[config.mk]
export PLATFORM = sky130hd
export DESIGN_NAME = rx_sync_fifo
export DESIGN_NICKNAME = d
export VERILOG_FILES = /design/src/verilog/rx_sync_fifo.sv
export SDC_FILE = /design/constraint.sdc
export NUM_CORES = 1
export LEC_CHECK = 0
export BUFFER_PORTS_ARGS = -buffer_cell sky130_fd_sc_hd__buf_2
export CAP_MARGIN = 40
export CORE_MARGIN = 5
export CORE_UTILIZATION = 50
export CTS_CLUSTER_DIAMETER = 100
export DETAILED_ROUTE_END_ITERATION = 6
export GPL_ROUTABILITY_DRIVEN = 0
export PLACE_DENSITY = 0.73
export SLEW_MARGIN = 20
export SYNTH_ARGS = -nofsm -noshare
export SYNTH_HDL_FRONTEND = slang
export SYNTH_SLANG_ARGS = --single-unit
[constraint.sdc]
create_clock -name mac_clk -period 3.6 [get_ports mac_clk]
set_input_delay 0.72 -clock mac_clk [delete_from_list [all_inputs] [get_ports mac_clk]]
set_output_delay 0.72 -clock mac_clk [all_outputs]
set_load 0.05 [all_outputs]
[src/verilog/rx_sync_fifo.sv]
`timescale 1ns/1ps
`default_nettype none

module rx_sync_fifo #(
  parameter int WIDTH       = 8,
  parameter int DEPTH       = 16,
  parameter int ALMOST_FULL = 12
) (
  input  logic             mac_clk,
  input  logic             mac_rst,
  input  logic             wr_en,
  input  logic [WIDTH-1:0] wr_data,
  input  logic             rd_en,
  output logic [WIDTH-1:0] rd_data,
  output logic             empty,
  output logic             almost_full
);

  localparam int AW = (DEPTH > 1) ? $clog2(DEPTH) : 1;
  localparam int CW = $clog2(DEPTH + 1);

  logic [WIDTH-1:0] mem [DEPTH];
  logic [AW-1:0]    wr_ptr;
  logic [AW-1:0]    rd_ptr;
  logic [CW-1:0]    count;
  logic             do_wr;
  logic             do_rd;

  // pointers wrap at DEPTH, which need not be a power of two
  function automatic logic [AW-1:0] next_ptr(input logic [AW-1:0] ptr);
    if (ptr == AW'(DEPTH - 1)) begin
      return '0;
    end
    return ptr + 1'b1;
  endfunction

  assign do_wr       = wr_en && (count != CW'(DEPTH));
  assign do_rd       = rd_en && (count != '0);
  assign empty       = (count == '0);
  assign almost_full = (count >= CW'(ALMOST_FULL));
  // first word fall through, head is always on rd_data
  assign rd_data     = mem[rd_ptr];

  always_ff @(posedge mac_clk) begin
    if (do_wr) begin
      mem[wr_ptr] <= wr_data;
    end
  end

  always_ff @(posedge mac_clk) begin
    if (mac_rst) begin
      wr_ptr <= '0;
      rd_ptr <= '0;
      count  <= '0;
    end else begin
      if (do_wr) begin
        wr_ptr <= next_ptr(wr_ptr);
      end
      if (do_rd) begin
        rd_ptr <= next_ptr(rd_ptr);
      end
      count <= count + CW'(do_wr) - CW'(do_rd);
    end
  end

endmodule

`default_nettype wire

* Yosys cells after proc, flatten, opt, wreduce, memory -nomap -nowiden
Memory sizes are Yosys's and may differ from the RTL's. A register that Yosys moved wholly into a read port is not among the register bits.
Index checks and enable logic that the tools add are counted.
** Operators by class
- Magnitude comparators :: 1
- Multiplexer cells :: 14
- Reduce and logical (&&, ||, !) cells :: 4
- Add/sub/neg operators :: 4
- Equality and inequality tests :: 3
** Operators with widths (count)
- 2-to-1 mux 4 bit :: 6
- adder 4 x 1 -> 4 bit, second input constant :: 2
- equality test 4 bit, second input constant :: 2
- 2-to-1 mux 1 bit :: 8
- adder 5 x 1 -> 5 bit :: 1
- >= comparator 5 x 4 -> 1 bit, second input constant :: 1
- logical NOT 5 bit :: 1
- inequality test 5 bit, second input constant :: 1
- nonzero test 5 bit :: 1
- subtractor 5 x 1 -> 5 bit :: 1
- logical AND 1 bit :: 2
** Word-level totals
- Memory bits (writable) :: 128
- Logic and storage cells :: 30
- Bits in registers :: 13
- Memories kept :: 1
** Memory list
- mem :: words 16, bits a word 8, read ports 1, clocked after memory_dff 1, wr ports 1, RTL line 22 : logic [WIDTH-1:0] mem [DEPTH];

* Longest topological paths before layout
- Depth in word-level cells :: 7
- Depth in mapped cells :: 13
- Mapped depth without buffers :: 13

* Worst setup path after synthesis
Ideal clock, no wire load.
- Path kind :: register to register
- Start :: reg count[2]
- End :: reg count[4]
- Setup time :: 128 ps
- Arrival :: 2437 ps
- Stages on the path, launching flop included :: 14
- Buffers on the path :: 0
- Setup slack :: 1035 ps
- Period minus slack after synthesis :: 2565 ps
- Cells stage by stage :: dfxtp_1 -> inv_1 -> ha_1 -> or4b_4 -> nand2_1 -> inv_1 -> ha_1 -> inv_1 -> ha_1 -> fa_1 -> a21oi_1 -> o21bai_1 -> xnor2_1 -> nor2_1
** Between the ends
- Word-level cells in the longest chain between the ends :: 4
** Ends and longest elaborated chain
- start: declaration :: RTL line 25 : logic [CW-1:0] count;
- start signal: assignment :: RTL line 62 : count <= count + CW'(do_wr) - CW'(do_rd);
- inequality test 5 bit :: RTL line 37 : assign do_wr = wr_en && (count != CW'(DEPTH));
- logical AND 1 bit :: RTL line 37
- adder 5 x 1 -> 5 bit :: RTL line 62
- subtractor 5 x 1 -> 5 bit (*) :: RTL line 62
Mark *: on every way between the ends. The rest lies on a longest branch, timed or not.
A chain may end at the register's enable or synchronous reset.

==> results.py <==
metrics = {
    "synth": {
        "syn_area_um2": 5870,
        "yosys_warnings": 0,
        "synthFlopType": "edfxtp_1",
        "syn_area_per_cell_um2": 19.0,
        "yosysSeqAreaShare_pct": 71.3,
        "synthCells": 309,
        "synth_edf_count": 128,
        "async_flop_share_pct": 0,
        "ys_ff_latch": 145,
        "synth.net_count": 335,
        "ys_types": 36,
    },
    "critical_path": {
        "critPathLaunchType": "register",
        "crit_fanout": 23,
        "critPathKind": "register to primary output",
        "arrival_ns": 2.52,
        "worstPathRequired_ns": 2.88,
        "cp-end-kind": "primary output",
    },
    "global_route": {
        "grt_first_pass_wirelength_um": 17500,
        "grt_remaining_overflow": 0,
        "grt_usage_pct": 17.0,
        "antenna_found_initial": 0,
        "grt_max_degree": 33,
        "first_global_vias": 3099,
    },
    "drt": {
        "wl_per_cell_um": 22.6,
        "drc": 0,
        "firstDrtPassIters": 4,
        "wl_um": 11200,
        "ant_nets": 0,
        "drtIter0Drc": 266,
        "num_vias": 2919,
        "routed_via_density": 5.87,
    },
    "timing": {
        "skew_ns": 0.0149,
        "worst_pin_slew_ns": 0.714,
        "drv_slew": 0,
        "setup_violations": 0,
        "hold_ws_ns": 0.508,
        "hold_viol": 0,
        "fin_crit_sh_pct": 89.9,
        "slew_headroom_pct": 51.7,
        "clock.fmax_mhz": 309,
        "period_needed_ns": 3.24,
        "finalSetupTns_ns": 0,
        "rsz0062_at_grt": "false",
    },
    "die": {
        "rows": 39,
        "fp.dieW_um": 118,
        "num_io_pins": 22,
        "die_h_um": 118,
        "die-area_um2": 14000,
        "start_util_pct": 51.2,
        "fp.coreArea_um2": 11500,
    },
    "clock_tree": {
        "clk_pin_slew_ns": 0.06,
        "numCtsBuffers": 17,
        "clk_path_buf_depth": 2,
        "clkSinkCount": 145,
        "cts_root_buffer": "clkbuf_16",
        "cts_resized": 0,
        "h-tree-depth": 4,
        "clk_latency_ns": 0.41,
        "cts_tree": "yes",
        "cts_setup_buffers": 0,
        "ctsHoldBuffers": 0,
    },
    "run": {
        "max_cap_viol_count": 0,
    },
    "place": {
        "dp_cells": 465,
        "post-dp-hpwl_um": 6840,
        "numPortBuffers": 21,
    },
    "final_layout": {
        "areaGrowthSynthToFinish_pct": 14.6,
        "fin_cells": 497,
        "drive_gt1_share_pct": 23.2,
        "diodes": 0,
        "fin_nets": 367,
    },
    "power": {
        "p_leak_nw": 2.29,
        "power.density_nw_per_um2": 689,
        "irDropWorstVdd_mv": 0.468,
    },
    "run_status": {
        "status": "finished clean",
    },
    "min_path": {
        "holdCritPathClass": "register to register",
    },
}
==> cell usage in the layout (no fill, tap or decap), types with 2 or more instances in the layout <==
| cell type | netlist | final |
|---|---|---|
| inv_1 | 11 | 11 |
| clkbuf_16 | 0 | 17 |
| bufinv_16 | 0 | 3 |
| edfxtp_1 | 128 | 128 |
| clkinv_1 | 0 | 2 |
| o21ai_0 | 3 | 3 |
| a22oi_1 | 16 | 16 |
| buf_2 | 3 | 21 |
| mux4_1 | 14 | 14 |
| nand3_1 | 2 | 2 |
| and3_1 | 5 | 5 |
| clkinv_2 | 0 | 4 |
| a21oi_1 | 8 | 8 |
| buf_4 | 1 | 5 |
| ha_1 | 13 | 13 |
| xnor2_1 | 4 | 4 |
| dfxtp_1 | 17 | 16 |
| a311o_1 | 2 | 2 |
| clkinvlp_4 | 0 | 3 |
| mux4_2 | 18 | 18 |
| nor2_1 | 10 | 10 |
| clkinv_4 | 0 | 2 |
| nor2b_1 | 3 | 3 |
| and2_1 | 10 | 10 |
| nor4b_2 | 0 | 4 |
| nand2_1 | 14 | 14 |
==> flip-flops by register name, summed over array words and instances (netlist names), named ones only <==
name,count
mem,128
count,5
rd_ptr,4
wr_ptr,4
==> final timing paths <==
kind                  start    endpoint  slack (ns)  depth (start not counted)
setup / recovery   register  rd_data[4]        0.36                          5
hold / removal    rd_ptr[1]   rd_ptr[1]        0.51                          2
setup reg to reg   count[2]    count[4]        0.73                         12
hold reg to reg   rd_ptr[1]   rd_ptr[1]        0.51                          2
==> Yosys cell counts (all sizes together) (3+ instances only) <==
cell type | instances | area share, %
inv | 11 | 0.70
ha | 13 | 2.8
nor2 | 10 | 0.64
nand2 | 14 | 0.90
dfxtp | 17 | 5.8
nor4b | 5 | 0.75
and2 | 10 | 1.1
clkbuf | 3 | 0.19
clkdlybuf4s25 | 3 | 0.51
mux4 | 32 | 13
a22oi | 16 | 2.0
nor2b | 3 | 0.32
buf | 8 | 1.0
o21ai | 3 | 0.26
and3 | 5 | 0.53
a21oi | 8 | 0.68
edfxtp | 128 | 65
xnor2 | 4 | 0.60
==> routing by layer <==
layer | GRT usage (%) | wire length, µm | vias to the layer above
li1 | - | - | 1313
met1 | 21.4 | 4510 | 1495
met2 | 27.5 | 5720 | 105
met3 | 6.26 | 870 | 6
met4 | 5.73 | 108 | 0
met5 | 0 | 0 | -
==> cell type report <==
class / instances / area (µm²)
fillers: 824 / 4740
inverters: 11 / 41.3
flip-flops and latches: 145 / 4190
repair buffers: 27 / 163
clock inverters: 15 / 166
clock buffers: 17 / 425
well taps: 143 / 179
multi-input cells: 139 / 1570
==> logic make-up after synthesis <==
group | after synthesis | share of synthesized area (%)
AND/OR/NAND/NOR | 55 | 5.33
adder cells (fa/ha/maj) | 14 | 3.11
AO/OA/AOI/OAI | 32 | 3.75
multiplexers | 33 | 13.3
XOR/XNOR | 5 | 0.746
flip-flops | 145 | 71.3
buffers and inverters | 25 | 2.43
==> worst max-delay path, stage by stage, from the launching register on <==
cell	delay, ns
dfxtp_2	0.56
buf_12	0.26
mux4_1	0.60
a22oi_1	0.33
nand2_1	0.11
buf_2	0.23
==> report_power, final <==
group	switching, mW	internal (mW)	total, mW
Clock	0.648	1.08	1.73
Combinational	0.541	0.397	0.938
Sequential	0.0617	1.91	1.97
Total	1.25	3.39	4.64
==> metrics by stage <==
step / power (mW) / cell area [µm²] / utilization (%) / setup WS (ns)
after floorplan: 2.73 / 5870 / - / 1.04
after global placement: 2.92 / 6140 / 53.5 / 0.756
after detailed placement: 2.95 / 6140 / 53.5 / 0.719
after CTS: 4.69 / 6730 / 58.7 / 0.312
after global routing: 4.85 / 6730 / 58.7 / 0.182
final: 4.64 / 6730 / 58.7 / 0.362
(Power assumes the default switching activity.)
