**config.mk**
```make
export PLATFORM = sky130hd
export DESIGN_NAME = udp_frame_writer
export DESIGN_NICKNAME = d
export VERILOG_FILES = /design/src/verilog/udp_rx_pkg.sv /design/src/verilog/udp_frame_writer.sv
export SDC_FILE = /design/constraint.sdc
export NUM_CORES = 1
export LEC_CHECK = 0
export ABC_AREA = 1
export BUFFER_PORTS_ARGS = -buffer_cell sky130_fd_sc_hd__buf_2
export CAP_MARGIN = 25
export CORE_AREA = 3 3 130 132
export CTS_CLUSTER_DIAMETER = 100
export DETAILED_ROUTE_END_ITERATION = 10
export DIE_AREA = 0 0 133 135
export SYNTH_ARGS = -nofsm -noshare
export SYNTH_HDL_FRONTEND = slang
export SYNTH_SLANG_ARGS = --single-unit
```
**constraint.sdc**
```tcl
create_clock -name mac_clk -period 1.8 [get_ports mac_clk]
set_input_delay 0.18 -clock mac_clk [delete_from_list [all_inputs] [get_ports mac_clk]]
set_output_delay 0.18 -clock mac_clk [all_outputs]
set_load 0.05 [all_outputs]
```
**src/verilog/udp_rx_pkg.sv**
```systemverilog
`default_nettype none

package udp_rx_pkg;

  // basic widths
  typedef logic [63:0] data_word_t;
  typedef logic [7:0]  byte_mask_t;
  typedef logic [47:0] mac_addr_t;
  typedef logic [31:0] ipv4_addr_t;
  typedef logic [15:0] udp_port_t;

  // protocol constants, all in network order
  localparam logic [15:0] ETH_TYPE_IPV4    = 16'h0800;
  localparam logic [7:0]  IPV4_VER_IHL     = 8'h45;
  localparam logic [7:0]  IP_PROTO_UDP     = 8'h11;
  localparam mac_addr_t   MAC_BROADCAST    = {48{1'b1}};
  localparam logic [23:0] MAC_MCAST_PREFIX = 24'h01005e;

  // one beat from the MAC, byte 0 of the frame in bits 7:0
  typedef struct packed {
    data_word_t data;
    byte_mask_t valid;
    logic       good;
    logic       bad;
  } mac_beat_t;

  // per-frame record held in the control FIFO
  typedef struct packed {
    udp_port_t  dst_port;
    ipv4_addr_t dst_ip;
    udp_port_t  src_port;
    ipv4_addr_t src_ip;
  } udp_endpoints_t;

  // packet FIFO word, first payload byte in bits 63:56
  typedef struct packed {
    logic       overrun;
    logic       bad;
    logic       eof;
    data_word_t data;
  } payload_word_t;

  // static station setup
  typedef struct packed {
    logic       enable;
    mac_addr_t  mac;
    ipv4_addr_t ip;
    udp_port_t  port;
    ipv4_addr_t mc_group;
    ipv4_addr_t mc_mask;
  } local_config_t;

endpackage

`default_nettype wire
```
**src/verilog/udp_frame_writer.sv**
```systemverilog
`timescale 1ns/1ps
`default_nettype none

module udp_frame_writer
  import udp_rx_pkg::*;
(
  input  logic           mac_clk,
  input  logic           mac_rst,
  input  data_word_t     payload,
  input  logic           payload_valid,
  input  logic           frame_good,
  input  logic           frame_bad,
  input  udp_endpoints_t endpoints,
  input  logic           pkt_almost_full,
  input  logic           ctrl_almost_full,
  input  logic           overrun_ack,
  output logic           pkt_wr_en,
  output payload_word_t  pkt_wr_data,
  output logic           ctrl_wr_en,
  output udp_endpoints_t ctrl_wr_data,
  output logic           overrun_pending
);

  localparam logic [1:0] W_RUN  = 2'd0;
  localparam logic [1:0] W_OVER = 2'd1;
  localparam logic [1:0] W_WAIT = 2'd2;

  logic [1:0] state;
  logic       first_word;
  logic       in_frame;
  logic       in_frame_nxt;
  logic       frame_end;
  logic       fifo_tight;
  logic       overrun_hit;

  assign frame_end   = frame_good || frame_bad;
  assign fifo_tight  = pkt_almost_full || ctrl_almost_full;
  // the word offered while a FIFO is tight still goes in, tagged
  assign overrun_hit = payload_valid && fifo_tight && (state == W_RUN);

  // a frame is open from its first word until its end strobe
  assign in_frame_nxt = (in_frame || payload_valid) && !frame_end;

  assign pkt_wr_en           = payload_valid && (state == W_RUN);
  assign pkt_wr_data.overrun = overrun_hit;
  assign pkt_wr_data.bad     = frame_bad;
  assign pkt_wr_data.eof     = frame_end || overrun_hit;
  assign pkt_wr_data.data    = payload;

  // one record per frame, on the first word written
  assign ctrl_wr_en   = pkt_wr_en && first_word;
  assign ctrl_wr_data = endpoints;

  assign overrun_pending = (state == W_OVER);

  always_ff @(posedge mac_clk) begin
    if (mac_rst) begin
      state      <= W_RUN;
      first_word <= 1'b1;
      in_frame   <= 1'b0;
    end else begin
      in_frame <= in_frame_nxt;
      if (pkt_wr_en) begin
        first_word <= pkt_wr_data.eof;
      end
      case (state)
        W_RUN: begin
          if (overrun_hit) begin
            state <= W_OVER;
          end
        end
        // drop everything until the application has seen the overrun
        W_OVER: begin
          if (overrun_ack) begin
            state <= in_frame_nxt ? W_WAIT : W_RUN;
          end
        end
        // skip the rest of the frame that was cut short
        W_WAIT: begin
          if (frame_end) begin
            state <= W_RUN;
          end
        end
        default: state <= W_RUN;
      endcase
    end
  end

endmodule

`default_nettype wire

```
; Yosys cells after proc, flatten, opt, wreduce, memory -nomap -nowiden
; Index checks and enable logic that the tools add are counted.
[word_totals]
elab_cells = 25
register_bits = 4
inputBits = 168
[op_classes]
mux = 5
reduce_logical = 12
n_eq_ne = 5
[op_table]
columns = operator, n
row1 = $mux W2, 4
row2 = $ne A2 B2 Y1 const B, 3
row3 = $pmux W2 S3, 1
row4 = $logic_and A1 B1 Y1, 5
row5 = $logic_or A1 B1 Y1, 4
row6 = $reduce_and A3 Y1, 1
row7 = $eq A2 B1 Y1 const B, 1
row8 = $eq A2 B2 Y1 const B, 1
row9 = $logic_not A2 Y1, 1
row10 = $logic_not A1 Y1, 1

; Depth between registers and ports, before layout
[depth]
word_depth = 6
ltp_mapped = 6
depth_no_buf = 5

; Worst setup path after synthesis
; No wires, ideal clock.
[synth_timing]
kind = reg2out
startpoint = register state[0]
endpoint = output pkt_wr_data[64] in the netlist's numbering
slack_ps = 441
stages_incl_launch_ff = 6
arrival_ps = 1179
required_time_ps = 1620
path_buffers = 0
path_cell_list = dfxtp_1 -> inv_2 -> nand2_2 -> nor2_4 -> nand2_2 -> nand2_1
[synth_lines]
columns = element, line
row1 = "start, declared", udp_frame_writer.sv:28  ; logic [1:0] state;
row2 = "start signal, assigned", udp_frame_writer.sv:75  ; state <= in_frame_nxt ? W_WAIT : W_RUN;
row3 = "end, declared", udp_frame_writer.sv:18  ; output payload_word_t pkt_wr_data,

==> flow_metrics.env <==
export IMPL_ys_top_cells_by_area="buf_4, dfxtp_1, inv_1, nand2_1, nor2_1"
export IMPL_port_buffers=13
export IMPL_power_internal_uw=399.7
export IMPL_place_ws_ps=685.6
export IMPL_start_util_pct=9.130
export IMPL_first_global_vias=587
export IMPL_power_share_combinational_pct=17.1
export IMPL_slew_violations=0
export IMPL_grt_pass1_wl_mm=4.747
export IMPL_path_class="flop to output pin"
export IMPL_first_iter_violations=19
export IMPL_whs_endpoint="state[0]"
export IMPL_cts_tree="done"
export IMPL_setup_viol_count_final=0
export IMPL_rsz0062_at_grt="false"
export IMPL_period_needed_ps=1328
export IMPL_viasPerCell=2.037
export IMPL_first_pass_iters=2
export IMPL_ys_warn_count=0
export IMPL_dieHeight_um=135
export IMPL_maxCapViolations=0
export IMPL_grt_use_total_pct=4.420
export IMPL_insertion_delay_ps=230
export IMPL_cts_root_buf="clkbuf_16"
export IMPL_status="completed"
export IMPL_seqPwrFrac_pct=17.9
export IMPL_fmax_ghz=0.7529
export IMPL_worstSetupStartpointType="flop"
export IMPL_antenna_found_initial=2
export IMPL_p_sw_uw=134.0
export IMPL_min_path_cells=2
export IMPL_area_growth_pct=-55.76
export IMPL_arrival_ps=1150
export IMPL_syn_inst=199
export IMPL_clk_pin_slew_ps=30
export IMPL_drt_wl_total_mm=4.011
export IMPL_ys_types=13
export IMPL_timing_final_crit_share_pct=73.79
export IMPL_max_stage_delay_ps=310
export IMPL_clockBufferDepth=2
export IMPL_worst_pin_slew_ps=342.5
export IMPL_cts_buffers=3
export IMPL_dp_hpwl_mm=3.476
export IMPL_post_cts_buffers=0
export IMPL_hold_viol=0
export IMPL_grt_max_degree=5
export IMPL_place_area_um2=564.3
export IMPL_vias=548
export IMPL_ir_drop_v=0.0002125
export IMPL_cp_cell_sequence="inv_2 > nand2_2 > nor2_4 > nand2_2 > nand2_1 > buf_2"
export IMPL_routabilityCongestion=0.5824
export IMPL_rr_startpoint="state[1]"
export IMPL_crit_required_ps=1620
export IMPL_ctsHoldBuffers=0
export IMPL_cts_resized=0
export IMPL_leakage_nw=0.2234
export IMPL_crit_fanout=3
export IMPL_cp_end_kind="output pin"
export IMPL_drc_errors=0
export IMPL_slew_headroom_pct=77.32
export IMPL_setup_slack_ps=471.8
export IMPL_p_per_area_mw_per_mm2=834.7
export IMPL_synth_top_cell_area_share_pct=84.16
export IMPL_die_w_um=133
export IMPL_ant_nets=0
export IMPL_p_clk_share_pct=65.1
export IMPL_crit_slowest_cell="dfxtp_1"
export IMPL_std_cell_rows=46
export IMPL_final_area_um2=639.4
export IMPL_min_path_type="primary input to flop"
export IMPL_finClkSkew_ps=2.345
export IMPL_synth_yosys_seq_area_share_pct=5.541
export IMPL_r2r_end="state[0]"
export IMPL_coreArea_mm2=0.01583
export IMPL_drt_wirelength_per_cell_um=14.91
export IMPL_cp_common_cell="nand2_2"
export IMPL_fin_setup_tns_ps=0
export IMPL_r2r_slack_ps=1000
export IMPL_dieArea_mm2=0.01796
export IMPL_r2r_cells=5
export IMPL_final_cell_mix="buf_2, inv_1, nand2_1"
export IMPL_ios=334
export IMPL_syn_area_mm2=0.001445
export IMPL_syn_avg_cell_area_um2=7.262
export IMPL_htreeDepth=1
export IMPL_clock_sinks=4
export IMPL_syn_nets=367
export IMPL_nets=223
export IMPL_grt_overflow_total=0
export IMPL_yosys_area_top_type="buf_4"
export IMPL_final_common_cell="buf_2"
export IMPL_ys_seq_elements=4
export IMPL_antenna_cells=0
export IMPL_drive_gt1_share_pct=43.40
export IMPL_switching_share_pct=25.10
export IMPL_min_from="mac_rst"
==> flip-flops by register name, indices dropped and copies added (netlist names) <==
name,count
first_word,1
in_frame,1
state,2
==> power groups by stage <==
stage                     logic [mW]  registers (mW)  clock network [mW]
after detailed placement      0.0947          0.0965                   0
after global placement        0.0945          0.0965                   0
after CTS                     0.0949          0.0954               0.350
after global routing          0.0992          0.0961               0.361
after floorplan                 1.02          0.0963                   0
final                         0.0911          0.0954               0.347
==> logic make-up (layout without fill, tap and decap cells) <==
kind of cell / count (synthesis) / in the layout / share of synthesized area, %
buf+inv: 173 / 27 / 87.01
simple gates: 18 / 18 / 5.801
compound gates: 4 / 4 / 1.645
flops: 4 / 4 / 5.541
==> per-stage QoR <==
stage	utilization, %	power [mW]	std cells	hold WS (ps)
2_1_floorplan	-	1.120	199	242.4
3_3_place_gp	3.565	0.1909	266	360.3
3_5_place_dp	3.565	0.1912	266	360.3
4_1_cts	4.040	0.5403	269	184.2
5_1_grt	4.040	0.5559	269	188.7
6_report	4.040	0.5337	269	182.0
==> critical path: cells and delay by family (launching register included) <==
family	cells	cell delay (ps)
flip-flops	1	310
AND/OR/NAND/NOR	4	280
buffers and inverters	2	320
==> layout make-up <==
type | instances | area (um^2)
flip-flops and latches | 4 | 80.08
clock buffers | 3 | 75.07
repair buffers | 13 | 65.06
inverters | 11 | 41.29
multi-input cells | 22 | 107.6
fillers | 1886 | 15190
well taps | 216 | 270.3
==> Yosys cell counts <==
cell type and number:
buf_4 162, inv_1 8, nand2_1 7, nor2_1 5
dfxtp_1 4, inv_2 3, a21oi_1 2, nand2_2 2
nand3_1 2, a21oi_2 1, nor2_4 1, nor3_1 1
o21ai_0 1
==> worst max path at each step <==
stage | slack (ps) | cells after the start | end | start
after floorplan | 440 | 5 | pkt_wr_data[64] | state[0]
after global placement | 700 | 6 | pkt_wr_data[66] | pkt_almost_full
after detailed placement | 690 | 6 | pkt_wr_data[64] | pkt_almost_full
after CTS | 460 | 6 | pkt_wr_data[64] | state[1]
after global routing | 390 | 6 | pkt_wr_data[64] | state[0]
final | 470 | 6 | pkt_wr_data[64] | state[1]
==> layer usage <==
metal | global-route usage, % | vias to the layer above | part of all wire, %
met4 | 8.141 | 2 | 18
met5 | 0 | - | 0.27
met3 | 6.148 | 90 | 29
met2 | 5.361 | 147 | 39
met1 | 1.531 | 169 | 15
li1 | - | 140 | -
(Power assumes the default switching activity.)
