==> config.mk <==
export PLATFORM = sky130hd
export DESIGN_NAME = udp_header_parser
export DESIGN_NICKNAME = d
export VERILOG_FILES = /design/src/verilog/udp_rx_pkg.sv /design/src/verilog/udp_header_parser.sv
export SDC_FILE = /design/constraint.sdc
export NUM_CORES = 1
export LEC_CHECK = 0
export BUFFER_PORTS_ARGS = -buffer_cell sky130_fd_sc_hd__buf_2
export CAP_MARGIN = 20
export CORE_AREA = 2 2 155 157
export CTS_CLUSTER_DIAMETER = 120
export DETAILED_ROUTE_END_ITERATION = 7
export DIE_AREA = 0 0 157 159
export GPL_ROUTABILITY_DRIVEN = 0
export PLACE_DENSITY_LB_ADDON = 0.2
export SLEW_MARGIN = 10
export SYNTH_ARGS = -nofsm -noshare
export SYNTH_HDL_FRONTEND = slang
export SYNTH_SLANG_ARGS = --single-unit
==> constraint.sdc <==
create_clock -name mac_clk -period 7.1 [get_ports mac_clk]
set_input_delay 0.71 -clock mac_clk [delete_from_list [all_inputs] [get_ports mac_clk]]
set_output_delay 0.71 -clock mac_clk [all_outputs]
set_load 0.05 [all_outputs]
==> src/verilog/udp_rx_pkg.sv <==
`default_nettype none

package udp_rx_pkg;

  // basic widths
  typedef logic [63:0] data_word_t;
  typedef logic [7:0]  byte_mask_t;
  typedef logic [47:0] mac_addr_t;
  typedef logic [31:0] ipv4_addr_t;
  typedef logic [15:0] udp_port_t;

  // protocol constants, all in network order
  localparam logic [15:0] ETH_TYPE_IPV4    = 16'h0800;
  localparam logic [7:0]  IPV4_VER_IHL     = 8'h45;
  localparam logic [7:0]  IP_PROTO_UDP     = 8'h11;
  localparam mac_addr_t   MAC_BROADCAST    = {48{1'b1}};
  localparam logic [23:0] MAC_MCAST_PREFIX = 24'h01005e;

  // one beat from the MAC, byte 0 of the frame in bits 7:0
  typedef struct packed {
    data_word_t data;
    byte_mask_t valid;
    logic       good;
    logic       bad;
  } mac_beat_t;

  // per-frame record held in the control FIFO
  typedef struct packed {
    udp_port_t  dst_port;
    ipv4_addr_t dst_ip;
    udp_port_t  src_port;
    ipv4_addr_t src_ip;
  } udp_endpoints_t;

  // packet FIFO word, first payload byte in bits 63:56
  typedef struct packed {
    logic       overrun;
    logic       bad;
    logic       eof;
    data_word_t data;
  } payload_word_t;

  // static station setup
  typedef struct packed {
    logic       enable;
    mac_addr_t  mac;
    ipv4_addr_t ip;
    udp_port_t  port;
    ipv4_addr_t mc_group;
    ipv4_addr_t mc_mask;
  } local_config_t;

endpackage

`default_nettype wire
==> src/verilog/udp_header_parser.sv <==
`timescale 1ns/1ps
`default_nettype none

module udp_header_parser
  import udp_rx_pkg::*;
(
  input  logic           mac_clk,
  input  logic           mac_rst,
  input  mac_beat_t      rx_beat,
  input  logic           phy_up,
  input  local_config_t  local_cfg,
  output data_word_t     payload,
  output logic           payload_valid,
  output logic           frame_good,
  output logic           frame_bad,
  output udp_endpoints_t endpoints
);

  localparam logic [2:0] S_IDLE = 3'd0;
  localparam logic [2:0] S_HDR2 = 3'd1;
  localparam logic [2:0] S_HDR3 = 3'd2;
  localparam logic [2:0] S_HDR4 = 3'd3;
  localparam logic [2:0] S_HDR5 = 3'd4;
  localparam logic [2:0] S_HDR6 = 3'd5;
  localparam logic [2:0] S_DATA = 3'd6;

  logic [2:0]  state;
  logic        accept;
  mac_beat_t   beat_z;
  data_word_t  data_r;
  logic        good_r;
  logic        bad_r;
  logic        frame_end_r;
  logic        in_data;

  mac_addr_t   dst_mac;
  logic [15:0] eth_type;
  logic [7:0]  ver_ihl;
  logic [7:0]  ip_proto;
  ipv4_addr_t  src_ip;
  ipv4_addr_t  dst_ip;
  udp_port_t   src_port;
  udp_port_t   dst_port;
  logic        mac_ok;
  logic        ip_ok;

  // input register, then a second stage for words that straddle two beats
  always_ff @(posedge mac_clk) begin
    beat_z.data <= rx_beat.data;
    data_r      <= beat_z.data;
    if (mac_rst) begin
      beat_z.valid <= '0;
      beat_z.good  <= 1'b0;
      beat_z.bad   <= 1'b0;
      good_r       <= 1'b0;
      bad_r        <= 1'b0;
    end else begin
      beat_z.valid <= rx_beat.valid;
      beat_z.good  <= rx_beat.good;
      beat_z.bad   <= rx_beat.bad;
      good_r       <= beat_z.good;
      bad_r        <= beat_z.bad;
    end
  end

  // header fields, byte swapped so the first wire byte is the msb
  assign dst_mac  = {beat_z.data[7:0], beat_z.data[15:8], beat_z.data[23:16],
                     beat_z.data[31:24], beat_z.data[39:32], beat_z.data[47:40]};
  assign eth_type = {beat_z.data[39:32], beat_z.data[47:40]};
  assign ver_ihl  = beat_z.data[55:48];
  assign ip_proto = beat_z.data[63:56];
  assign src_ip   = {beat_z.data[23:16], beat_z.data[31:24],
                     beat_z.data[39:32], beat_z.data[47:40]};
  // bytes 30..31 sit in the previous beat
  assign dst_ip   = {data_r[55:48], data_r[63:56], beat_z.data[7:0], beat_z.data[15:8]};
  assign src_port = {beat_z.data[23:16], beat_z.data[31:24]};
  assign dst_port = {beat_z.data[39:32], beat_z.data[47:40]};

  assign mac_ok = (dst_mac == local_cfg.mac) || (dst_mac == MAC_BROADCAST) ||
                  (dst_mac[47:24] == MAC_MCAST_PREFIX);
  // unicast to us, or a group we subscribed to
  assign ip_ok  = (dst_ip == local_cfg.ip) ||
                  ((dst_ip & local_cfg.mc_mask) == (local_cfg.mc_group & local_cfg.mc_mask));

  assign frame_end_r = good_r || bad_r;
  assign in_data     = accept && (state == S_DATA);

  always_ff @(posedge mac_clk) begin
    if (mac_rst) begin
      state  <= S_IDLE;
      accept <= 1'b0;
    end else begin
      case (state)
        S_IDLE: begin
          accept <= 1'b1;
          if (&beat_z.valid && phy_up) begin
            state <= S_HDR2;
            if (!mac_ok) begin
              accept <= 1'b0;
              state  <= S_DATA;
            end
          end
        end
        S_HDR2: begin
          if (eth_type != ETH_TYPE_IPV4 || ver_ihl != IPV4_VER_IHL) begin
            accept <= 1'b0;
            state  <= S_DATA;
          end else begin
            state <= S_HDR3;
          end
        end
        S_HDR3: begin
          if (ip_proto != IP_PROTO_UDP) begin
            accept <= 1'b0;
            state  <= S_DATA;
          end else begin
            state <= S_HDR4;
          end
        end
        // ip checksum is not checked
        S_HDR4: state <= S_HDR5;
        S_HDR5: begin
          if (dst_port != local_cfg.port || !ip_ok) begin
            accept <= 1'b0;
            state  <= S_DATA;
          end else begin
            state <= S_HDR6;
          end
        end
        // udp length and checksum are ignored
        S_HDR6: state <= S_DATA;
        S_DATA: begin
          if (frame_end_r) begin
            state <= S_IDLE;
          end
        end
        default: state <= S_IDLE;
      endcase
      if (!local_cfg.enable) begin
        accept <= 1'b0;
      end
    end
  end

  // endpoint capture, overwritten by every frame that reaches these words
  always_ff @(posedge mac_clk) begin
    if (state == S_HDR4) begin
      endpoints.src_ip <= src_ip;
    end
    if (state == S_HDR5) begin
      endpoints.dst_ip   <= dst_ip;
      endpoints.src_port <= src_port;
      endpoints.dst_port <= dst_port;
    end
  end

  // payload starts at byte 42, which is lane 2 of beat 5
  // one word per beat from beat 6 up to the end strobe, so the last
  // word may carry no payload bytes at all
  always_ff @(posedge mac_clk) begin
    payload <= {data_r[23:16], data_r[31:24], data_r[39:32], data_r[47:40],
                data_r[55:48], data_r[63:56], beat_z.data[7:0], beat_z.data[15:8]};
    if (mac_rst) begin
      payload_valid <= 1'b0;
      frame_good    <= 1'b0;
      frame_bad     <= 1'b0;
    end else begin
      payload_valid <= in_data && !frame_end_r;
      frame_good    <= in_data && beat_z.good;
      frame_bad     <= in_data && beat_z.bad;
    end
  end

endmodule

`default_nettype wire

# Yosys cells after proc, flatten, opt, wreduce, memory -nomap -nowiden
# Cells that the tools add are included.
# totals
reg_bits,307
# op_classes
eq_ne,20
mux,13
bitwise_logic,3
n_reduce_logical,19
# op_table
operator,count
32-bit bitwise AND,2
32-bit == test,2
48-bit == test,1
48-bit == test (second input constant),1
24-bit by 17-bit == test with 1-bit output (second input constant),1
3-bit one-hot mux with 7 select lines,1
16-bit by 12-bit inequality test with 1-bit output (second input constant),1
16-bit inequality test,1
3-bit two-way mux,5
2-bit inequality test (second input constant),5
3-bit == test (second input constant),3
8-bit by 5-bit inequality test with 1-bit output (second input constant),1
8-bit by 7-bit inequality test with 1-bit output (second input constant),1
8-bit AND reduction,1
3-bit by 2-bit == test with 1-bit output (second input constant),2
1-bit logical OR,6
1-bit logical AND,5
1-bit two-way mux,5
1-bit one-hot mux with 4 select lines,1
4-bit AND reduction,1
4-bit nonzero test,1
3-bit by 1-bit == test with 1-bit output (second input constant),1
3-bit zero test,1
1-bit zero test,2
4 further kinds,4

# Longest topological paths before layout
# Gate-level depths: netlist of the first run.
# logic_depth
depth_word,7
depth_mapped,7
ltp_nobuf,6

# Worst setup path after synthesis of the first run
# No wires, ideal clock.
# synth_timing
path_kind,reg-to-reg
start,reg state[2]
end,reg accept
setup_time_ns,0.128
t_arrival_ns,5.664
path_slack_ns,1.309
stages_incl_launch_ff,7
path_buffers,1
path_cell_list,dfxtp_1 buf_2 inv_1 nor3_1 inv_1 o31ai_1 o22ai_1
# synth_between
elab_chain_cells,3
# synth_lines
item,line,text
start: declaration,udp_header_parser.sv:27,logic [2:0] state;
start signal: assignment,udp_header_parser.sv:90,state <= S_IDLE;
start signal: assignment,udp_header_parser.sv:97,state <= S_HDR2;
start signal: assignment,udp_header_parser.sv:100,state <= S_DATA;
"3-bit == test, or another cell as far along",udp_header_parser.sv:93,case (state)
4-bit nonzero test (no source line) / 2-bit inequality test (equally long branches),-,
4-bit AND reduction (no source line),-,
end signal: assignment,udp_header_parser.sv:91,accept <= 1'b0;
end signal: assignment,udp_header_parser.sv:95,accept <= 1'b1;
end signal: assignment,udp_header_parser.sv:99,accept <= 1'b0;
end: declaration,udp_header_parser.sv:28,logic accept;
# Several ways; a longest one is shown, not always the timed one.
# A chain may end at the register's enable or synchronous reset.

# Worst setup path after layout of the first run
# layout_timing
start,reg beat_z[21] (netlist bit)
end,reg state[1]
# layout_between
elab_chain_cells,7
# layout_lines
item,line,text
start: declaration,udp_header_parser.sv:29,mac_beat_t beat_z;
32-bit bitwise AND,udp_header_parser.sv:83,((dst_ip & local_cfg.mc_mask) == (local_cfg.mc_group & local_cfg.mc_mask));
32-bit == test,udp_header_parser.sv:83,
1-bit logical OR,udp_header_parser.sv:82,assign ip_ok = (dst_ip == local_cfg.ip) ||
1-bit zero test,udp_header_parser.sv:123,if (dst_port != local_cfg.port || !ip_ok) begin
1-bit logical OR,udp_header_parser.sv:123,
2-bit two-way mux,udp_header_parser.sv:123,
3-bit one-hot mux with 7 select lines *,udp_header_parser.sv:93,
end signal: assignment,udp_header_parser.sv:97,
end signal: assignment,udp_header_parser.sv:125,state <= S_DATA;
end signal: assignment,udp_header_parser.sv:127,state <= S_HDR6;
# Mark *: on every way between the ends. The rest lies on a longest branch, timed or not. The select of a mux whose other input is x is not followed.

==> results of run 1 <==
## flip-flops by register name (all words and copies together), names as in the netlist
register / count
state: 3
frame_good: 1
frame_bad: 1
beat_z: 74
good_r: 1
payload_valid: 1
data_r: 48
payload: 64
accept: 1
endpoints: 96
bad_r: 1
## area by class of cell
class	instances	area (sq um)
Tap cell	319	399.1
Clock inverter	16	152.6
Inverter	4	15.01
Antenna cell	7	17.52
Timing Repair Buffer	401	2009
Multi-Input combinational cell	271	2063
Sequential cell	291	6787
Clock buffer	38	779.5
Fill cell	2046	10970
## where the power goes
group	total (uW)	switching (uW)	leakage [uW]	internal (uW)
sequential	1980	87.6	0.00253	1890
clock	1480	633	0.000453	852
combinational	714	533	0.00226	181
total	4180	1250	0.00524	2930
## worst max-delay path, delay by kind of cell (launching register included)
kind	cells	cell delay, ns
AOI/OAI and AO/OA	3	0.60
xor gates and xnor gates	1	0.17
DFF	1	0.63
and+or+nand+nor	2	0.83
## through the flow
stage,power (uW),std cells,util [%],hold slack (ns)
after floorplan,2515,599,-,0.3096
after global placement,2733,1286,48.61,0.3098
after detailed placement,2738,1286,48.61,0.3121
after CTS,4224,1340,52.63,0.2362
after global routing,4333,1344,52.67,0.2383
final,4180,1347,52.70,0.2670
## layout by cell type (no fill, tap or decap), drive strengths merged, types with 2 or more instances in the layout
master	netlist	routed
dfxtp	195	195
nand2	7	7
nor2b	12	12
nor4	27	27
nor2	2	2
nand4	32	32
bufinv	0	2
nor3	6	6
clkbuf	12	38
nor3b	2	2
nand4b	2	2
a21oi	6	6
and3	3	3
buf	21	401
or3	2	2
nand3	4	4
inv	4	6
xnor2	48	48
xor2	80	80
nor4b	2	2
clkinvlp	0	3
a22oi	16	16
diode	0	7
clkinv	0	9
edfxtp	96	96
o21ai	3	3
## kinds of logic after synthesis
logic type             Yosys count  synth area share (%)
flip-flops                     291                 74.93
buffers and inverters           37                 2.362
XOR/XNOR                       128                 12.38
AO/OA/AOI/OAI                   36                 2.887
AND/OR/NAND/NOR                107                 7.446
## per-layer routing
metal | up-vias | track usage [%] | share of wire [%]
met5 | - | 0 | 0.11
met4 | 4 | 5.630 | 2.1
met3 | 47 | 5.498 | 8.6
met2 | 268 | 35.96 | 49
met1 | 2878 | 26.81 | 41
li1 | 2930 | - | -
## final timing paths
path               startpoint           to
hold reg to reg    data_r[40]  payload[32]
setup / recovery   beat_z[21]     state[1]
setup reg to reg   beat_z[21]     state[1]
hold / removal    rx_beat[51]   beat_z[51]
==> impl_metrics.env, run 1 <==
export IMPL_status="completed"
export IMPL_synth_net_count=837
export IMPL_setup_viol=0
export IMPL_path_cells="xor2_1, a22oi_1, nand4_1, nor4_1, o31a_1, o221ai_1"
export IMPL_min_path_type="in -> reg"
export IMPL_synth_avg_cell_area_sq_um=15.12
export IMPL_die_w_um=157
export IMPL_grt_overflow_total=0
export IMPL_coreArea_sq_mm=0.02319
export IMPL_ys_seq_elements=291
export IMPL_synth_area_leader_cell="dfxtp_1"
export IMPL_cts_root_buffer="clkbuf_16"
export IMPL_end_kind="flip-flop"
export IMPL_netlist_area_sq_mm=0.009057
export IMPL_track_usage_pct=21.20
export IMPL_fin_ws_ns=4.751
export IMPL_grt_pass1_vias=6119
export IMPL_yosysWarnings=0
export IMPL_yosys_top_cells_count="195 x dfxtp_1, 96 x edfxtp_1, 80 x xor2_1"
export IMPL_cp_slowest_stage_delay_ns=0.66
export IMPL_fin_tns_setup_ns=0
export IMPL_period_minus_slack_ns=2.349
export IMPL_clkSinkCount=291
export IMPL_synth_main_ff_cell="dfxtp_1"
export IMPL_synth_edf_count=96
export IMPL_slowest_stage="nor4_1"
export IMPL_min_period_over_period_pct=33.09
export IMPL_clock_skew_final_ns=0.009775
export IMPL_drt_iter0_markers=260
export IMPL_crit_arrival_ns=2.76
export IMPL_critical_path_class="reg -> reg"
export IMPL_grt_max_degree=68
export IMPL_drive_gt1_share_pct=44.47
export IMPL_die_area_sq_mm=0.02496
export IMPL_area_growth_pct=34.95
export IMPL_htree_num_levels=1
export IMPL_avgViaCountPerCell=4.549
export IMPL_design_area_sq_mm=0.01222
export IMPL_cts_setup_buffers=0
export IMPL_reg2reg_slack_ns=4.75
export IMPL_ir_drop_mv=0.2211
export IMPL_p_per_area_mw_per_mm2=342.0
export IMPL_max_freq_mhz=425.7
export IMPL_drt_total_wl_um=27370
export IMPL_slew_headroom_pct=34.25
export IMPL_yosys_cell_types_count=44
export IMPL_rsz0062_at_grt="no"
export IMPL_crit_required_ns=7.51
export IMPL_crit_path_start_kind="flip-flop"
export IMPL_synth_most_common_cell="dfxtp_1"
export IMPL_wl_per_cell_um=20.32
export IMPL_reg2reg_depth=6
export IMPL_ctsResizeCount=0
export IMPL_fp_row_count=56
export IMPL_ios=401
export IMPL_vias=6127
export IMPL_ys_seq_area_share_pct=74.93
export IMPL_cts_buffers=29
export IMPL_die_y_um=159
export IMPL_pre_cts_slack_ns=4.519
export IMPL_dp_hpwl_um=20690
export IMPL_leakage_uw=0.005238
export IMPL_first_pass_iters=4
export IMPL_synthArstFlopShare_pct=0
export IMPL_cts_hold_buffers=0
export IMPL_synthCells=599
export IMPL_drv_slew=0
export IMPL_grt_pass1_wl_um=38770
export IMPL_antenna_found_initial=9
export IMPL_hold_path_depth=1
export IMPL_io_buffers=400
export IMPL_path_max_fanout=7
export IMPL_cts_buffer_depth=3
export IMPL_nets=1236
export IMPL_drv_cap=0
export IMPL_finalHoldViolations=0
export IMPL_max_slew_worst_pin_slew_ns=0.9863
export IMPL_yosys_area_top_type_share_pct=43.10
export IMPL_place_area_sq_mm=0.01127
export IMPL_cts_tree="yes"
export IMPL_ant_nets=0
export IMPL_start_util_pct=39.05
export IMPL_route_detailed_drc=0
export IMPL_clk_pin_slew_ns=0.06
export IMPL_ys_top_cells_by_area="dfxtp_1 43%, edfxtp_1 32%, xor2_1 7.7%"
export IMPL_clk_latency_ns=0.54
(Power assumes the default switching activity.)
==> run 2: changes to the inputs <==
Clock period 7.1 ns to 2.3 ns, I/O delays scaled along.
==> run 2 against run 1 <==
  * Worst setup slack worse by 4.5 ns
  * Clock-buffer cell count up 10
  * First-iteration DRC count up 27%
  * Hold slack worse by 0.20 ns
  * Final cell count up 6.1%
  * Critical endpoint is now accept
  * Highest routed layer unchanged
==> impl_metrics.env, run 2 (same netlist as run 1, synthesis figures left out) <==
export IMPL_layout_commonest_cell="buf_2"
export IMPL_path_max_fanout=7
export IMPL_reg_top3="endpoints x96, beat_z x74, payload x64"
export IMPL_end_kind="flip-flop"
export IMPL_drive_gt1_share_pct=42.29
export IMPL_pre_cts_slack_ns=0.1439
export IMPL_grt_overflow_total=0
export IMPL_grtUsageMet2_pct=39.39
export IMPL_ios=401
export IMPL_reg2reg_slack_ns=0.20
export IMPL_grt_pass1_vias=6751
export IMPL_grt_pass1_wl_um=41340
export IMPL_coreArea_sq_mm=0.02319
export IMPL_route_detailed_drc=0
export IMPL_area_growth_pct=45.31
export IMPL_mostFrequentLayoutCells="400 x buf_2, 194 x dfxtp_1, 96 x edfxtp_1"
export IMPL_first_pass_iters=4
export IMPL_drt_total_wl_um=28860
export IMPL_clock_skew_final_ns=0.01073
export IMPL_min_path_type="in -> reg"
export IMPL_antenna_found_initial=4
export IMPL_largest_reg_flops=96
export IMPL_top_usage_layer="met2"
export IMPL_max_freq_mhz=477.0
export IMPL_crit_path_start_kind="flip-flop"
export IMPL_grt_max_degree=41
export IMPL_die_area_sq_mm=0.02496
export IMPL_nets=1323
export IMPL_max_slew_worst_pin_slew_ns=0.5565
export IMPL_fill_cells=1951
export IMPL_cts_buffers=30
export IMPL_drv_slew=0
export IMPL_setup_viol=0
export IMPL_rsz0062_at_grt="no"
export IMPL_io_buffers=400
export IMPL_fp_row_count=56
export IMPL_start_util_pct=39.05
export IMPL_cts_tree="yes"
export IMPL_cts_setup_buffers=0
export IMPL_status="completed"
export IMPL_regMostFlops="endpoints"
export IMPL_critical_path_class="reg -> reg"
export IMPL_period_minus_slack_ns=2.096
export IMPL_dp_hpwl_um=21970
export IMPL_track_usage_pct=22.43
export IMPL_wl_per_cell_um=20.20
export IMPL_drt_iter0_markers=331
export IMPL_p_per_area_mw_per_mm2=1010
export IMPL_htree_num_levels=1
export IMPL_die_y_um=159
export IMPL_cts_root_buffer="clkbuf_16"
export IMPL_finalHoldViolations=0
export IMPL_min_period_over_period_pct=91.15
export IMPL_clk_latency_ns=0.54
export IMPL_cts_buffer_depth=3
export IMPL_ir_drop_mv=0.7214
export IMPL_grtUsageMet1_pct=27.81
export IMPL_fin_ws_ns=0.2036
export IMPL_crit_arrival_ns=2.56
export IMPL_ant_nets=0
export IMPL_clk_pin_slew_ns=0.06
export IMPL_vias=6464
export IMPL_drv_cap=0
export IMPL_die_w_um=157
export IMPL_slew_headroom_pct=62.41
export IMPL_avgViaCountPerCell=4.523
export IMPL_final_util_pct=56.75
export IMPL_clkSinkCount=291
export IMPL_use_met3_pct=5.906
export IMPL_leakage_uw=0.005669
export IMPL_crit_required_ns=2.77
run 2: changes by cell type in the layout (fill, tap and decap cells not counted), sizes merged:
| cell | change |
|---|---|
| buf | +11 |
| dlygate4sd3 | +75 |
| diode | -6 |
| clkinvlp | -3 |
| clkbuf | +10 |
| clkinv | -1 |
| bufinv | -2 |
| inv | -2 |
run 2: area by class of cell:
type / instances / area, sq um / share of cell area [%]
multi-input cells: 271 / 2069 / 15.72
diodes: 1 / 2.502 / 0.01901
flip-flops and latches: 291 / 6788 / 51.57
clock buffers: 48 / 973.4 / 7.396
well taps: 319 / 399.1 / 3.033
repair buffers: 487 / 2868 / 21.79
clock inverters: 8 / 43.79 / 0.3327
inverters: 4 / 17.52 / 0.1331
run 2: worst paths after layout:
kind,start,end,cells past startpoint
setup / recovery,beat_z[23],accept,6
hold / removal,mac_rst,beat_z[9],2
setup reg to reg,beat_z[23],accept,6
hold reg to reg,data_r[34],payload[42],0
run 2: per-layer routing:
metal | vias to the layer above | share of wire [%]
li1 | 3091 | -
met1 | 3072 | 41
met2 | 260 | 50
met3 | 35 | 7.1
met4 | 6 | 1.6
met5 | - | 0.15
run 2: per-stage QoR:
stage | std cells | setup TNS, ns | total power (uW) | instance area [sq um] | hold WS (ns)
2_1_floorplan | 599 | -13.62 | 7744 | 9089 | 0.2577
3_3_place_gp | 1297 | 0 | 8501 | 11390 | 0.3101
3_5_place_dp | 1297 | 0 | 8505 | 11390 | 0.3121
4_1_cts | 1428 | 0 | 13400 | 13160 | 0.04427
5_1_grt | 1428 | 0 | 13770 | 13160 | 0.07676
6_report | 1429 | 0 | 13300 | 13160 | 0.06488
run 2: repair_timing:
item / in CTS / in global routing
endpoints found under the setup margin: 0 / 0
endpoints found under the hold margin: 75 / 0
resized for setup: 0 / 0
hold buffers: 75 / 0
run 2: worst max-delay path, cell delays in order, from the launching register on:
cell,delay (ns)
dfxtp_1,0.68
xnor2_1,0.18
nand4_1,0.14
nor4_1,0.42
nand3_1,0.24
and3_1,0.20
o22ai_1,0.15
run 2: power by group:
group	internal [uW]	switching, uW	total (uW)
logic	678	1680	2360
registers	5840	281	6120
clock network	2890	1930	4820
total	9410	3890	13300
==> run 3: changes to the inputs <==
Settings changed: CORE_AREA 2 2 155 157 to not set, CORE_UTILIZATION set to 30, DIE_AREA 0 0 157 159 to not set.
Clock period 2.3 ns to 2.6 ns, I/O delays scaled along.
==> run 3 against run 2 <==
  * Register-to-register slack improved by 0.15 ns
  * Sequential cell count did not move
  * Hold slack got worse by 0.021 ns
  * First-iteration DRC count fell by 19%
  * Critical endpoint is now state[1]
  * Largest power group unchanged
==> impl_metrics.env, run 3 (same netlist as run 1, synthesis figures left out) <==
export IMPL_status="completed"
export IMPL_fill_cells=2810
export IMPL_pre_cts_slack_ns=0.2497
export IMPL_end_kind="flip-flop"
export IMPL_largest_reg_flops=96
export IMPL_worst_path_stages=7
export IMPL_fin_tns_setup_ns=0
export IMPL_top_usage_layer="met2"
export IMPL_reg_top3="endpoints x96, beat_z x74, payload x64"
export IMPL_p_per_area_mw_per_mm2=881.5
export IMPL_drv_slew=0
export IMPL_max_slew_worst_pin_slew_ns=0.6691
export IMPL_die_w_um=175.8
export IMPL_first_pass_iters=4
export IMPL_use_met3_pct=4.069
export IMPL_grt_pass1_vias=6596
export IMPL_ios=401
export IMPL_ctsResizeCount=0
export IMPL_holdPathEnd="accept"
export IMPL_ir_drop_mv=0.5222
export IMPL_reg2reg_depth=7
export IMPL_drt_total_wl_um=29940
export IMPL_track_usage_pct=18.80
export IMPL_cts_root_buffer="clkbuf_16"
export IMPL_crit_buf_inv=1
export IMPL_setup_viol=0
export IMPL_htree_num_levels=1
export IMPL_crit_family="flip-flops"
export IMPL_slowest_stage="dfxtp_1"
export IMPL_start_util_pct=30.56
export IMPL_place_inst=1368
export IMPL_min_period_over_period_pct=86.25
export IMPL_avgViaCountPerCell=4.261
export IMPL_finalHoldViolations=0
export IMPL_max_freq_mhz=446.0
export IMPL_drt_iter0_markers=269
export IMPL_clock_skew_final_ns=0.01879
export IMPL_path_max_fanout=7
export IMPL_path_cells="xor2_1, a22oi_1, nand4_1, nor4_1, buf_4, o31a_1, o221ai_1"
export IMPL_timing_rr_end="state[1]"
export IMPL_die_area_sq_mm=0.03089
export IMPL_design_area_sq_mm=0.01317
export IMPL_hp_start="local_cfg[160]"
export IMPL_min_path_type="in -> reg"
export IMPL_rsz0062_at_grt="no"
export IMPL_die_y_um=175.8
export IMPL_slew_headroom_pct=54.76
export IMPL_drv_cap=0
export IMPL_coreArea_sq_mm=0.02964
export IMPL_wl_per_cell_um=19.90
export IMPL_ant_nets=0
export IMPL_final_util_pct=44.42
export IMPL_cts_buffers=31
export IMPL_place_area_sq_mm=0.01146
export IMPL_clk_latency_ns=0.56
export IMPL_reg2reg_slack_ns=0.36
export IMPL_drive_gt1_share_pct=41.80
export IMPL_area_growth_pct=45.35
export IMPL_crit_path_start_kind="flip-flop"
export IMPL_grtUsageMet2_pct=31.72
export IMPL_layout_commonest_cell="buf_2"
export IMPL_regMostFlops="endpoints"
export IMPL_final_cells=1504
export IMPL_grtUsageMet1_pct=23.92
export IMPL_grt_overflow_total=0
export IMPL_route_detailed_drc=0
export IMPL_io_buffers=400
export IMPL_mostFrequentLayoutCells="400 x buf_2, 195 x dfxtp_1, 96 x edfxtp_1"
export IMPL_nets=1323
export IMPL_timing_rr_start="beat_z[23]"
export IMPL_crit_required_ns=3.02
export IMPL_dp_hpwl_um=22950
export IMPL_leakage_uw=0.005610
export IMPL_crit_arrival_ns=2.66
export IMPL_period_minus_slack_ns=2.242
export IMPL_clk_pin_slew_ns=0.06
export IMPL_antenna_found_initial=5
export IMPL_grt_max_degree=38
export IMPL_cts_buffer_depth=3
export IMPL_vias=6408
export IMPL_critical_path_class="reg -> reg"
export IMPL_grt_pass1_wl_um=42050
export IMPL_clkSinkCount=291
export IMPL_fin_ws_ns=0.3576
export IMPL_fp_row_count=63
export IMPL_cts_tree="yes"
export IMPL_hold_path_depth=3
export IMPL_cp_slowest_stage_delay_ns=0.67
run 3: metal layers:
metal  part of all wire, %  vias up
li1                      -     3091
met1                    42     2977
met4                   2.5        0
met5                     0        -
met2                    48      288
met3                   6.7       52
run 3: cell type report:
type | count | area (sq um) | share of cell area [%]
Sequential cell | 291 | 6787 | 51.55
Timing Repair Buffer | 486 | 2845 | 21.61
Tap cell | 390 | 488.0 | 3.707
Clock inverter | 10 | 71.32 | 0.5417
Multi-Input combinational cell | 271 | 2069 | 15.72
Clock buffer | 48 | 879.6 | 6.681
Antenna cell | 4 | 10.01 | 0.07603
Inverter | 4 | 15.01 | 0.1140
run 3: stage by stage:
step / power [uW] / hold WS, ns
after floorplan: 6847 / 0.2877
after global placement: 7551 / 0.3100
after detailed placement: 7545 / 0.3121
after CTS: 11740 / 0.01047
after global routing: 12040 / 0.03422
final: 11610 / 0.04379
run 3: power breakdown:
| group | total, uW | internal [uW] | switching, uW | leakage, uW |
|---|---|---|---|---|
| Sequential | 5410 | 5170 | 242 | 0.00253 |
| Clock | 4090 | 2330 | 1760 | 0.000460 |
| Combinational | 2100 | 590 | 1510 | 0.00262 |
run 3: worst max-delay path by stage:
stage               slack, ns  endpoint        from
global route             0.07  state[1]  beat_z[23]
CTS                      0.22  state[1]  beat_z[23]
finish                   0.36  state[1]  beat_z[23]
detailed placement       0.25  state[1]  beat_z[23]
floorplan               -0.02    accept    state[0]
global placement         0.30  state[1]  beat_z[23]
run 3: timing repair:
action / CTS / global route
hold buffers: 74 / 0
endpoints found under the setup margin: 0 / 0
buffers inserted: 0 / 0
hold endpoints to repair: 74 / 0
run 3: worst register-to-register path: stages (launching register included):
cell and delay [ns]:
dfxtp_1 0.67, xor2_1 0.14, a22oi_1 0.26, nand4_1 0.17, nor4_1 0.43, buf_4 0.19, o31a_1 0.13, o221ai_1 0.11
